[config.mk]
export PLATFORM = sky130hd
export DESIGN_NAME = gmii_rx_top
export DESIGN_NICKNAME = d
export VERILOG_FILES = /design/src/gmii_rx_pkg.sv /design/src/gmii_rx_top.sv /design/src/stream_fifo.sv /design/src/stream_router.sv /design/src/udp_stream_parser.sv
export VERILOG_INCLUDE_DIRS = /design/src
export SDC_FILE = /design/constraint.sdc
export NUM_CORES = 1
export LEC_CHECK = 0
export ABC_AREA = 1
export BUFFER_PORTS_ARGS = -buffer_cell sky130_fd_sc_hd__buf_2
export CAP_MARGIN = 10
export CORE_UTILIZATION = 55
export CTS_CLUSTER_SIZE = 25
export DETAILED_ROUTE_END_ITERATION = 12
export PLACE_DENSITY = 0.78
export SLEW_MARGIN = 0
export SYNTH_ARGS = -nofsm -noshare
export SYNTH_HDL_FRONTEND = slang
export SYNTH_SLANG_ARGS = --single-unit
[constraint.sdc]
create_clock -name clk125 -period 2.8 [get_ports clk125]
set_input_delay 0.28 -clock clk125 [delete_from_list [all_inputs] [get_ports clk125]]
set_output_delay 0.28 -clock clk125 [all_outputs]
set_load 0.005 [all_outputs]
[src/gmii_rx_params.svh]
`ifndef GMII_RX_PARAMS_SVH
`define GMII_RX_PARAMS_SVH

// ------------------------------------------------------------
// header match values
// ------------------------------------------------------------
`define GMII_ETH_TYPE   16'h0800
`define GMII_IP_VER     8'h45
`define GMII_IP_PROTO   8'h11
// base address, low byte gets board_id added
`define GMII_DST_IP     {8'd192, 8'd168, 8'd0, 8'd1}
`define GMII_DST_PORT   16'd12345

// ------------------------------------------------------------
// payload layout, frame byte indices with preamble counted
// ------------------------------------------------------------
`define GMII_INFO_OFS   50
`define GMII_VIDEO_END  1252
// data bytes per aux block, after the two position bytes
`define GMII_AUX_BLOCK  36

// fifo address width
`define FIFO_DEPTH_LOG2 4

`endif

[src/gmii_rx_pkg.sv]
`default_nettype none

package gmii_rx_pkg;

	// low nibble of the packet-info byte
	typedef enum logic [3:0] {
		MODE_VIDEO = 4'd0,
		MODE_AUDIO = 4'd1,
		MODE_VIDAX = 4'd2
	} pkt_mode_t;

	// one pixel pair with its line position
	typedef struct packed {
		logic        x_lsb;
		logic [10:0] line;
		logic [7:0]  pix_a;
		logic [7:0]  pix_b;
	} video_word_t;

	// one nine-bit aux sample tagged with its block position
	typedef struct packed {
		logic [2:0]  pad;
		logic [15:0] pos;
		logic [8:0]  sample;
	} aux_word_t;

	// same 28 bits, read by is_aux
	typedef union packed {
		video_word_t video;
		aux_word_t   aux;
	} payload_u;

	typedef struct packed {
		logic     is_aux;
		logic     last;
		payload_u body;
	} fifo_entry_t;

endpackage

`default_nettype wire

[src/gmii_rx_top.sv]
`timescale 1ns/1ps
`default_nettype none

module gmii_rx_top
	import gmii_rx_pkg::*;
(
	input  logic        clk125,
	input  logic        sys_rst,
	input  logic        board_id,
	input  logic [7:0]  rxd,
	input  logic        rx_dv,
	output logic        video_valid,
	output video_word_t video,
	output logic        aux_valid,
	output aux_word_t   aux,
	output logic        video_done,
	output logic        aux_done
);

	fifo_entry_t wr_entry;
	fifo_entry_t head;
	logic        wr;
	logic        rd;
	logic        empty;

	// ------------------------------------------------------------
	// parser, buffer, router
	// ------------------------------------------------------------
	udp_stream_parser i_parser (
		.clk125   (clk125),
		.sys_rst  (sys_rst),
		.board_id (board_id),
		.rxd      (rxd),
		.rx_dv    (rx_dv),
		.entry    (wr_entry),
		.wr       (wr)
	);

	// full is only watched by the fifo's own check
	stream_fifo i_fifo (
		.clk125   (clk125),
		.sys_rst  (sys_rst),
		.wr_entry (wr_entry),
		.wr       (wr),
		.rd       (rd),
		.rd_entry (head),
		.empty    (empty),
		.full     ()
	);

	stream_router i_router (
		.clk125      (clk125),
		.sys_rst     (sys_rst),
		.head        (head),
		.empty       (empty),
		.rd          (rd),
		.video_valid (video_valid),
		.video       (video),
		.aux_valid   (aux_valid),
		.aux         (aux),
		.video_done  (video_done),
		.aux_done    (aux_done)
	);

endmodule

`default_nettype wire

[src/stream_fifo.sv]
`timescale 1ns/1ps
`default_nettype none
`include "gmii_rx_params.svh"

module stream_fifo
	import gmii_rx_pkg::*;
(
	input  logic        clk125,
	input  logic        sys_rst,
	input  fifo_entry_t wr_entry,
	input  logic        wr,
	input  logic        rd,
	output fifo_entry_t rd_entry,
	output logic        empty,
	output logic        full
);

	localparam logic [`FIFO_DEPTH_LOG2:0] DEPTH = 1 << `FIFO_DEPTH_LOG2;

	fifo_entry_t                 mem [0:DEPTH-1];
	logic [`FIFO_DEPTH_LOG2-1:0] wr_ptr;
	logic [`FIFO_DEPTH_LOG2-1:0] rd_ptr;
	logic [`FIFO_DEPTH_LOG2:0]   count;
	logic                        do_wr;
	logic                        do_rd;

	assign do_wr = wr && !full;
	assign do_rd = rd && !empty;

	assign empty    = count == '0;
	assign full     = count == DEPTH;
	assign rd_entry = mem[rd_ptr];

	always_ff @(posedge clk125) begin
		if (do_wr)
			mem[wr_ptr] <= wr_entry;
	end

	// ------------------------------------------------------------
	// pointers and fill count
	// ------------------------------------------------------------
	always_ff @(posedge clk125) begin
		if (sys_rst) begin
			wr_ptr <= '0;
			rd_ptr <= '0;
			count  <= '0;
		end else begin
			if (do_wr)
				wr_ptr <= wr_ptr + 1'b1;
			if (do_rd)
				rd_ptr <= rd_ptr + 1'b1;
			case ({do_wr, do_rd})
				2'b10: count <= count + 1'b1;
				2'b01: count <= count - 1'b1;
				default: ;
			endcase
		end
	end

	// parser never outruns the router drain
	a_no_overflow: assert property (@(posedge clk125) disable iff (sys_rst)
		wr |-> !full);

	a_no_underflow: assert property (@(posedge clk125) disable iff (sys_rst)
		rd |-> !empty);

endmodule

`default_nettype wire

[src/stream_router.sv]
`timescale 1ns/1ps
`default_nettype none

module stream_router
	import gmii_rx_pkg::*;
(
	input  logic        clk125,
	input  logic        sys_rst,
	input  fifo_entry_t head,
	input  logic        empty,
	output logic        rd,
	output logic        video_valid,
	output video_word_t video,
	output logic        aux_valid,
	output aux_word_t   aux,
	output logic        video_done,
	output logic        aux_done
);

	// drain one entry whenever there is one
	assign rd = !empty;

	// ------------------------------------------------------------
	// strobes
	// ------------------------------------------------------------
	always_ff @(posedge clk125) begin
		if (sys_rst) begin
			video_valid <= 1'b0;
			aux_valid   <= 1'b0;
			video_done  <= 1'b0;
			aux_done    <= 1'b0;
		end else begin
			video_valid <= rd && !head.is_aux;
			aux_valid   <= rd && head.is_aux;
			video_done  <= rd && !head.is_aux && head.last;
			aux_done    <= rd && head.is_aux && head.last;
		end
	end

	// union read by tag
	always_ff @(posedge clk125) begin
		if (rd) begin
			if (head.is_aux)
				aux <= head.body.aux;
			else
				video <= head.body.video;
		end
	end

endmodule

`default_nettype wire

[src/udp_stream_parser.sv]
`timescale 1ns/1ps
`default_nettype none
`include "gmii_rx_params.svh"

module udp_stream_parser
	import gmii_rx_pkg::*;
(
	input  logic        clk125,
	input  logic        sys_rst,
	input  logic        board_id,
	input  logic [7:0]  rxd,
	input  logic        rx_dv,
	output fifo_entry_t entry,
	output logic        wr
);

	localparam logic [31:0] DST_IP    = `GMII_DST_IP;
	localparam logic [10:0] INFO_OFS  = 11'(`GMII_INFO_OFS);
	localparam logic [10:0] VID_FIRST = INFO_OFS + 11'd3;
	// 598 pixel pairs, last one ends at byte 1248
	localparam logic [10:0] VID_LAST  = VID_FIRST + 11'd1195;
	localparam logic [10:0] VIDAX_PRE = 11'(`GMII_VIDEO_END - 1);
	localparam logic [5:0]  BLK_END   = 6'(`GMII_AUX_BLOCK - 1);

	localparam logic [2:0] AX_IDLE   = 3'd0;
	localparam logic [2:0] AX_POS_LO = 3'd1;
	localparam logic [2:0] AX_POS_HI = 3'd2;
	localparam logic [2:0] AX_DATA   = 3'd3;
	localparam logic [2:0] AX_DONE   = 3'd4;

	logic [10:0] byte_cnt;
	logic [15:0] eth_type;
	logic [7:0]  ip_ver;
	logic [7:0]  ip_proto;
	logic [31:0] dst_ip;
	logic [15:0] dst_port;
	logic        hdr_match;
	logic        hdr_ok;
	pkt_mode_t   mode;
	logic [3:0]  blk_n;

	logic        vid_on;
	logic        in_video;
	logic        pair_hi;
	logic [7:0]  pix_a_r;
	logic [10:0] line_r;
	logic        x_lsb_r;

	logic [2:0]  ax_state;
	logic        aux_start;
	logic        blk_last;
	logic [3:0]  blk_idx;
	logic [5:0]  dcnt;
	logic [15:0] pos_r;
	logic [7:0]  acc;
	logic [3:0]  bit_cnt;
	logic [15:0] shift_in;

	// ------------------------------------------------------------
	// byte counter and header capture
	// ------------------------------------------------------------
	assign hdr_match = eth_type == `GMII_ETH_TYPE && ip_ver == `GMII_IP_VER &&
		ip_proto == `GMII_IP_PROTO && dst_ip[31:8] == DST_IP[31:8] &&
		dst_ip[7:0] == DST_IP[7:0] + {7'd0, board_id} && dst_port == `GMII_DST_PORT;

	always_ff @(posedge clk125) begin
		if (sys_rst || !rx_dv) begin
			byte_cnt <= '0;
			hdr_ok   <= 1'b0;
			mode     <= MODE_VIDEO;
			blk_n    <= '0;
		end else begin
			// saturate on oversized frames
			if (byte_cnt != '1)
				byte_cnt <= byte_cnt + 11'd1;
			if (byte_cnt == INFO_OFS && hdr_match) begin
				hdr_ok <= 1'b1;
				mode   <= pkt_mode_t'(rxd[3:0]);
				blk_n  <= rxd[7:4];
			end
		end
	end

	always_ff @(posedge clk125) begin
		case (byte_cnt)
			11'd20: eth_type[15:8] <= rxd;
			11'd21: eth_type[7:0]  <= rxd;
			11'd22: ip_ver         <= rxd;
			11'd31: ip_proto       <= rxd;
			11'd38: dst_ip[31:24]  <= rxd;
			11'd39: dst_ip[23:16]  <= rxd;
			11'd40: dst_ip[15:8]   <= rxd;
			11'd41: dst_ip[7:0]    <= rxd;
			11'd44: dst_port[15:8] <= rxd;
			11'd45: dst_port[7:0]  <= rxd;
			11'd51: line_r[7:0]    <= rxd;
			11'd52: begin
				// upper line bits in the low nibble, only 3 fit the field
				line_r[10:8] <= rxd[2:0];
				x_lsb_r      <= rxd[4];
			end
			default: ;
		endcase
	end

	// ------------------------------------------------------------
	// video pairs and aux unpacking into fifo entries
	// ------------------------------------------------------------
	assign vid_on   = hdr_ok && (mode == MODE_VIDEO || mode == MODE_VIDAX);
	assign in_video = vid_on && byte_cnt >= VID_FIRST && byte_cnt <= VID_LAST;

	// audio starts right after the info byte, vidax after the video area
	assign aux_start = (byte_cnt == INFO_OFS && hdr_match && rxd[3:0] == MODE_AUDIO &&
		rxd[7:4] != 4'd0) || (byte_cnt == VIDAX_PRE && hdr_ok && mode == MODE_VIDAX &&
		blk_n != 4'd0);
	assign blk_last = blk_idx == blk_n - 4'd1;

	// leftover bits sit below the new byte
	assign shift_in = ({8'd0, rxd} << bit_cnt) | {8'd0, acc};

	always_ff @(posedge clk125) begin
		if (sys_rst || !rx_dv) begin
			wr       <= 1'b0;
			pair_hi  <= 1'b0;
			ax_state <= AX_IDLE;
			blk_idx  <= '0;
			dcnt     <= '0;
			bit_cnt  <= '0;
		end else begin
			wr <= 1'b0;

			if (in_video) begin
				pair_hi <= !pair_hi;
				if (pair_hi) begin
					wr                <= 1'b1;
					entry.is_aux      <= 1'b0;
					entry.last        <= byte_cnt == VID_LAST;
					entry.body.video  <= {x_lsb_r, line_r, pix_a_r, rxd};
				end else begin
					pix_a_r <= rxd;
				end
			end else begin
				pair_hi <= 1'b0;
			end

			case (ax_state)
				AX_IDLE: begin
					if (aux_start)
						ax_state <= AX_POS_LO;
				end
				AX_POS_LO: begin
					pos_r[7:0] <= rxd;
					ax_state   <= AX_POS_HI;
				end
				AX_POS_HI: begin
					pos_r[15:8] <= rxd;
					dcnt        <= '0;
					bit_cnt     <= '0;
					ax_state    <= AX_DATA;
				end
				AX_DATA: begin
					dcnt <= dcnt + 6'd1;
					// nine phases, only phase 0 lacks a full sample
					if (bit_cnt == 4'd0) begin
						acc     <= rxd;
						bit_cnt <= 4'd8;
					end else begin
						acc            <= {1'b0, shift_in[15:9]};
						bit_cnt        <= bit_cnt - 4'd1;
						wr             <= 1'b1;
						entry.is_aux   <= 1'b1;
						entry.last     <= blk_last && dcnt == BLK_END;
						entry.body.aux <= {3'd0, pos_r, shift_in[8:0]};
					end
					if (dcnt == BLK_END) begin
						if (blk_last) begin
							ax_state <= AX_DONE;
						end else begin
							blk_idx  <= blk_idx + 4'd1;
							ax_state <= AX_POS_LO;
						end
					end
				end
				default: ax_state <= AX_DONE;
			endcase
		end
	end

	// video writes leave a gap for the fifo drain
	a_video_spacing: assert property (@(posedge clk125) disable iff (sys_rst)
		(wr && !entry.is_aux) |=> !wr);

endmodule

`default_nettype wire
==> results.cfg <==
[outcome]
outcome = complete, no violations

[worst_setup_path]
end_kind = flop
required_ns = 3.17
worstPathArrival_ns = 2.84
start_kind = flop
cp_max_fo = 22
criticalPathCategory = flop to flop

[timing]
setup_viol = 0
fmax_mhz = 404.9
grt_setup_unrepaired = no
hold_viol_final = 0
fin_crit_ns = 2.470
finalClockSkew_ns = 0.02196
slew-limit-headroom_pct = 49.32
fin_ws_ns = 0.3303
tns_ns = 0
tightest_slew_ns = 0.7574
hold_ws_ns = 0.04346
fin_crit_sh_pct = 88.20
slew_violations = 0

[floorplanning]
die_y_um = 237.7
die_area_um2 = 56520
initial_core_util_pct = 55.58
fp.coreArea_um2 = 54990
rows = 86
die_w_um = 237.7
io_pins = 72

[cts]
clk_path_buf_depth = 3
cts_made_buffers = 75
cts-root-buf = clkbuf_16
clkTransAtPathRegs_ns = 0.06
cts.sinks = 750
cts_tree = yes
htreeDepth = 3
cts_resized = 0
worstSkewPairLatency_ns = 0.62

[yosys]
synth_common_cells = 690 x edfxtp_1, 266 x nand2_1, 243 x inv_1
synth-edff-count = 690
syn_nets = 2380
ys_seq_area_share_pct = 71.72
syn_inst = 2350
yosys.area.top_type = edfxtp_1
async_reset_ff_share_pct = 0
ys_ff_latch = 750
synth.distinct_cells = 54
synth_ff_type = edfxtp_1
synth_top_area_share_pct = 67.79
syn-cell-area_um2 = 30560
synth_warnings = 0
synth.avg_cell_area_um2 = 13.01
synthTopCellsByArea = edfxtp_1 68%, mux2i_1 4.3%, dfxtp_1 3.9%
synth_most_common_cell = edfxtp_1

[pwr]
p_sw_mw = 7.687
swShare_pct = 27.16
internal_power_mw = 20.61
seqPwrFrac_pct = 47.2
p_per_area_nw_per_um2 = 822.3
pwr-share-clk_pct = 34.8
ir_drop_v = 0.0005208
p_leak_nw = 12.25
pwr-share-comb_pct = 18.0
power_mw = 28.30

[finish]
nNetsFinal = 2484
finish.instance_area_um2 = 34420
antenna_cells = 0
layout-drive-gt1-share_pct = 12.55
area_growth_pct = 12.61

[grt]
grt_pass1_wl_um = 103700
overflow = 0
grt_pass1_vias = 18655
grt_max_degree = 121
gr-usage-all-layers_pct = 24.05
antenna_found_initial = 1

[place]
dpl_worst_slack_ns = 0.4009
placedInstanceArea_um2 = 31980
dpl.hpwl_um = 39210
numPortBuffers = 71
gp_congestion = 0.8323

[drt]
drc = 0
antenna_left = 0
num_vias = 18579
wl_per_cell_um = 20.47
drtIter0Drc = 1681
drt_pre_antenna_iters = 6
via_per_inst = 5.704
wl_um = 66660

[min_path]
hold_class = input pin to flop

[run]
maxCapViolCount = 0
worst max-delay path: stages, from the launching register on:
cell and delay, ns:
dfxtp_1 0.56, inv_1 0.20, ha_1 0.28, nand2_1 0.23, nand2_2 0.32, inv_2 0.36, nand3b_1 0.13, nand2_1 0.09
inv_1 0.05
power by group through the flow:
stage	Clock (mW)	Sequential [mW]	Combinational (mW)
4_1_cts	9.99	13.4	5.10
3_5_place_dp	0	13.6	5.04
5_1_grt	10.4	13.4	5.60
6_report	9.86	13.4	5.08
3_3_place_gp	0	13.6	4.88
2_1_floorplan	0	13.5	3.55
per-stage QoR:
step	std cells	util [%]
floorplan	2350	-
global placement	3123	58.15
detailed placement	3123	58.15
CTS	3257	62.59
global route	3257	62.59
finish	3257	62.59
what timing repair did:
action / 4_1_cts / 5_1_grt
endpoints found under the hold margin: 4 / 0
hold buffers: 2 / 0
buffers inserted: 0 / 0
registers in the layout (all words and copies together), names as in the netlist, 5 cells and up, named ones only:
register / cells
i_parser.pos_r: 16
i_parser.ip_proto: 8
i_router.aux: 28
i_parser.byte_cnt: 11
i_parser.acc: 8
i_parser.entry: 30
i_parser.line_r: 11
i_parser.pix_a_r: 8
i_fifo.count: 5
i_parser.dst_port: 16
i_parser.dcnt: 6
i_parser.dst_ip: 32
i_router.video: 28
i_parser.ip_ver: 8
i_fifo.mem: 480
i_parser.eth_type: 16
layout by cell type, fill, tap and decap left out, types with 4 or more instances in the layout:
cell type	netlist	layout
edfxtp_1	690	690
nand2_1	266	266
inv_1	243	242
o21ai_0	196	196
a21oi_1	152	152
mux2i_1	131	131
o211ai_1	120	120
nor2_1	126	110
nand3_1	104	104
clkbuf_16	0	77
buf_2	26	71
dfxtp_1	60	57
buf_4	11	55
nand2_2	19	19
nor2_4	2	18
ha_1	17	17
clkinv_1	3	16
o21ai_1	16	16
clkinv_2	1	16
nand4_1	12	12
buf_12	2	12
nor3_1	11	11
clkbuf_1	48	10
xor2_1	8	8
bufinv_16	0	7
inv_2	7	6
nor2_2	6	6
nand3b_1	4	4
xnor2_1	4	4
a31oi_1	4	4
inv_6	0	4
logic make-up after synthesis:
logic type	after synthesis	share of synthesized area, %
flip-flops	750	71.72
AND/OR/NAND/NOR	565	8.081
AO/OA/AOI/OAI	507	9.510
buffers and inverters	367	5.289
multiplexers	131	4.290
adder cells (fa/ha/maj)	18	0.7614
XOR/XNOR	12	0.3439
per-layer routing:
metal,up-vias,routed length [um],global-route usage [%]
met3,152,4523,4.053
met5,-,0,0
met4,0,2321,10.03
met1,9017,26730,30.72
met2,752,33080,40.80
li1,8658,-,-
path summary, 6_finish.rpt:
kind                       startpoint           endpoint  slack, ns  cells past startpoint
hold / removal                 rxd[4]   i_parser.x_lsb_r       0.04                      1
hold reg to reg       i_parser.hdr_ok    i_parser.hdr_ok       0.47                      2
setup reg to reg  i_parser.bit_cnt[0]  i_parser.entry[3]       0.33                      8
setup / recovery  i_parser.bit_cnt[0]  i_parser.entry[3]       0.33                      8
cell type report:
class	instances	area, um^2
multi-input combinational	1233	7146
tap	748	935.9
sequential	750	21930
inverter	254	955.9
clock buffer	89	1992
clock inverter	43	429.2
timing repair buffer	140	1028
fill	3974	20570
Power figures use the tool's default switching activity.
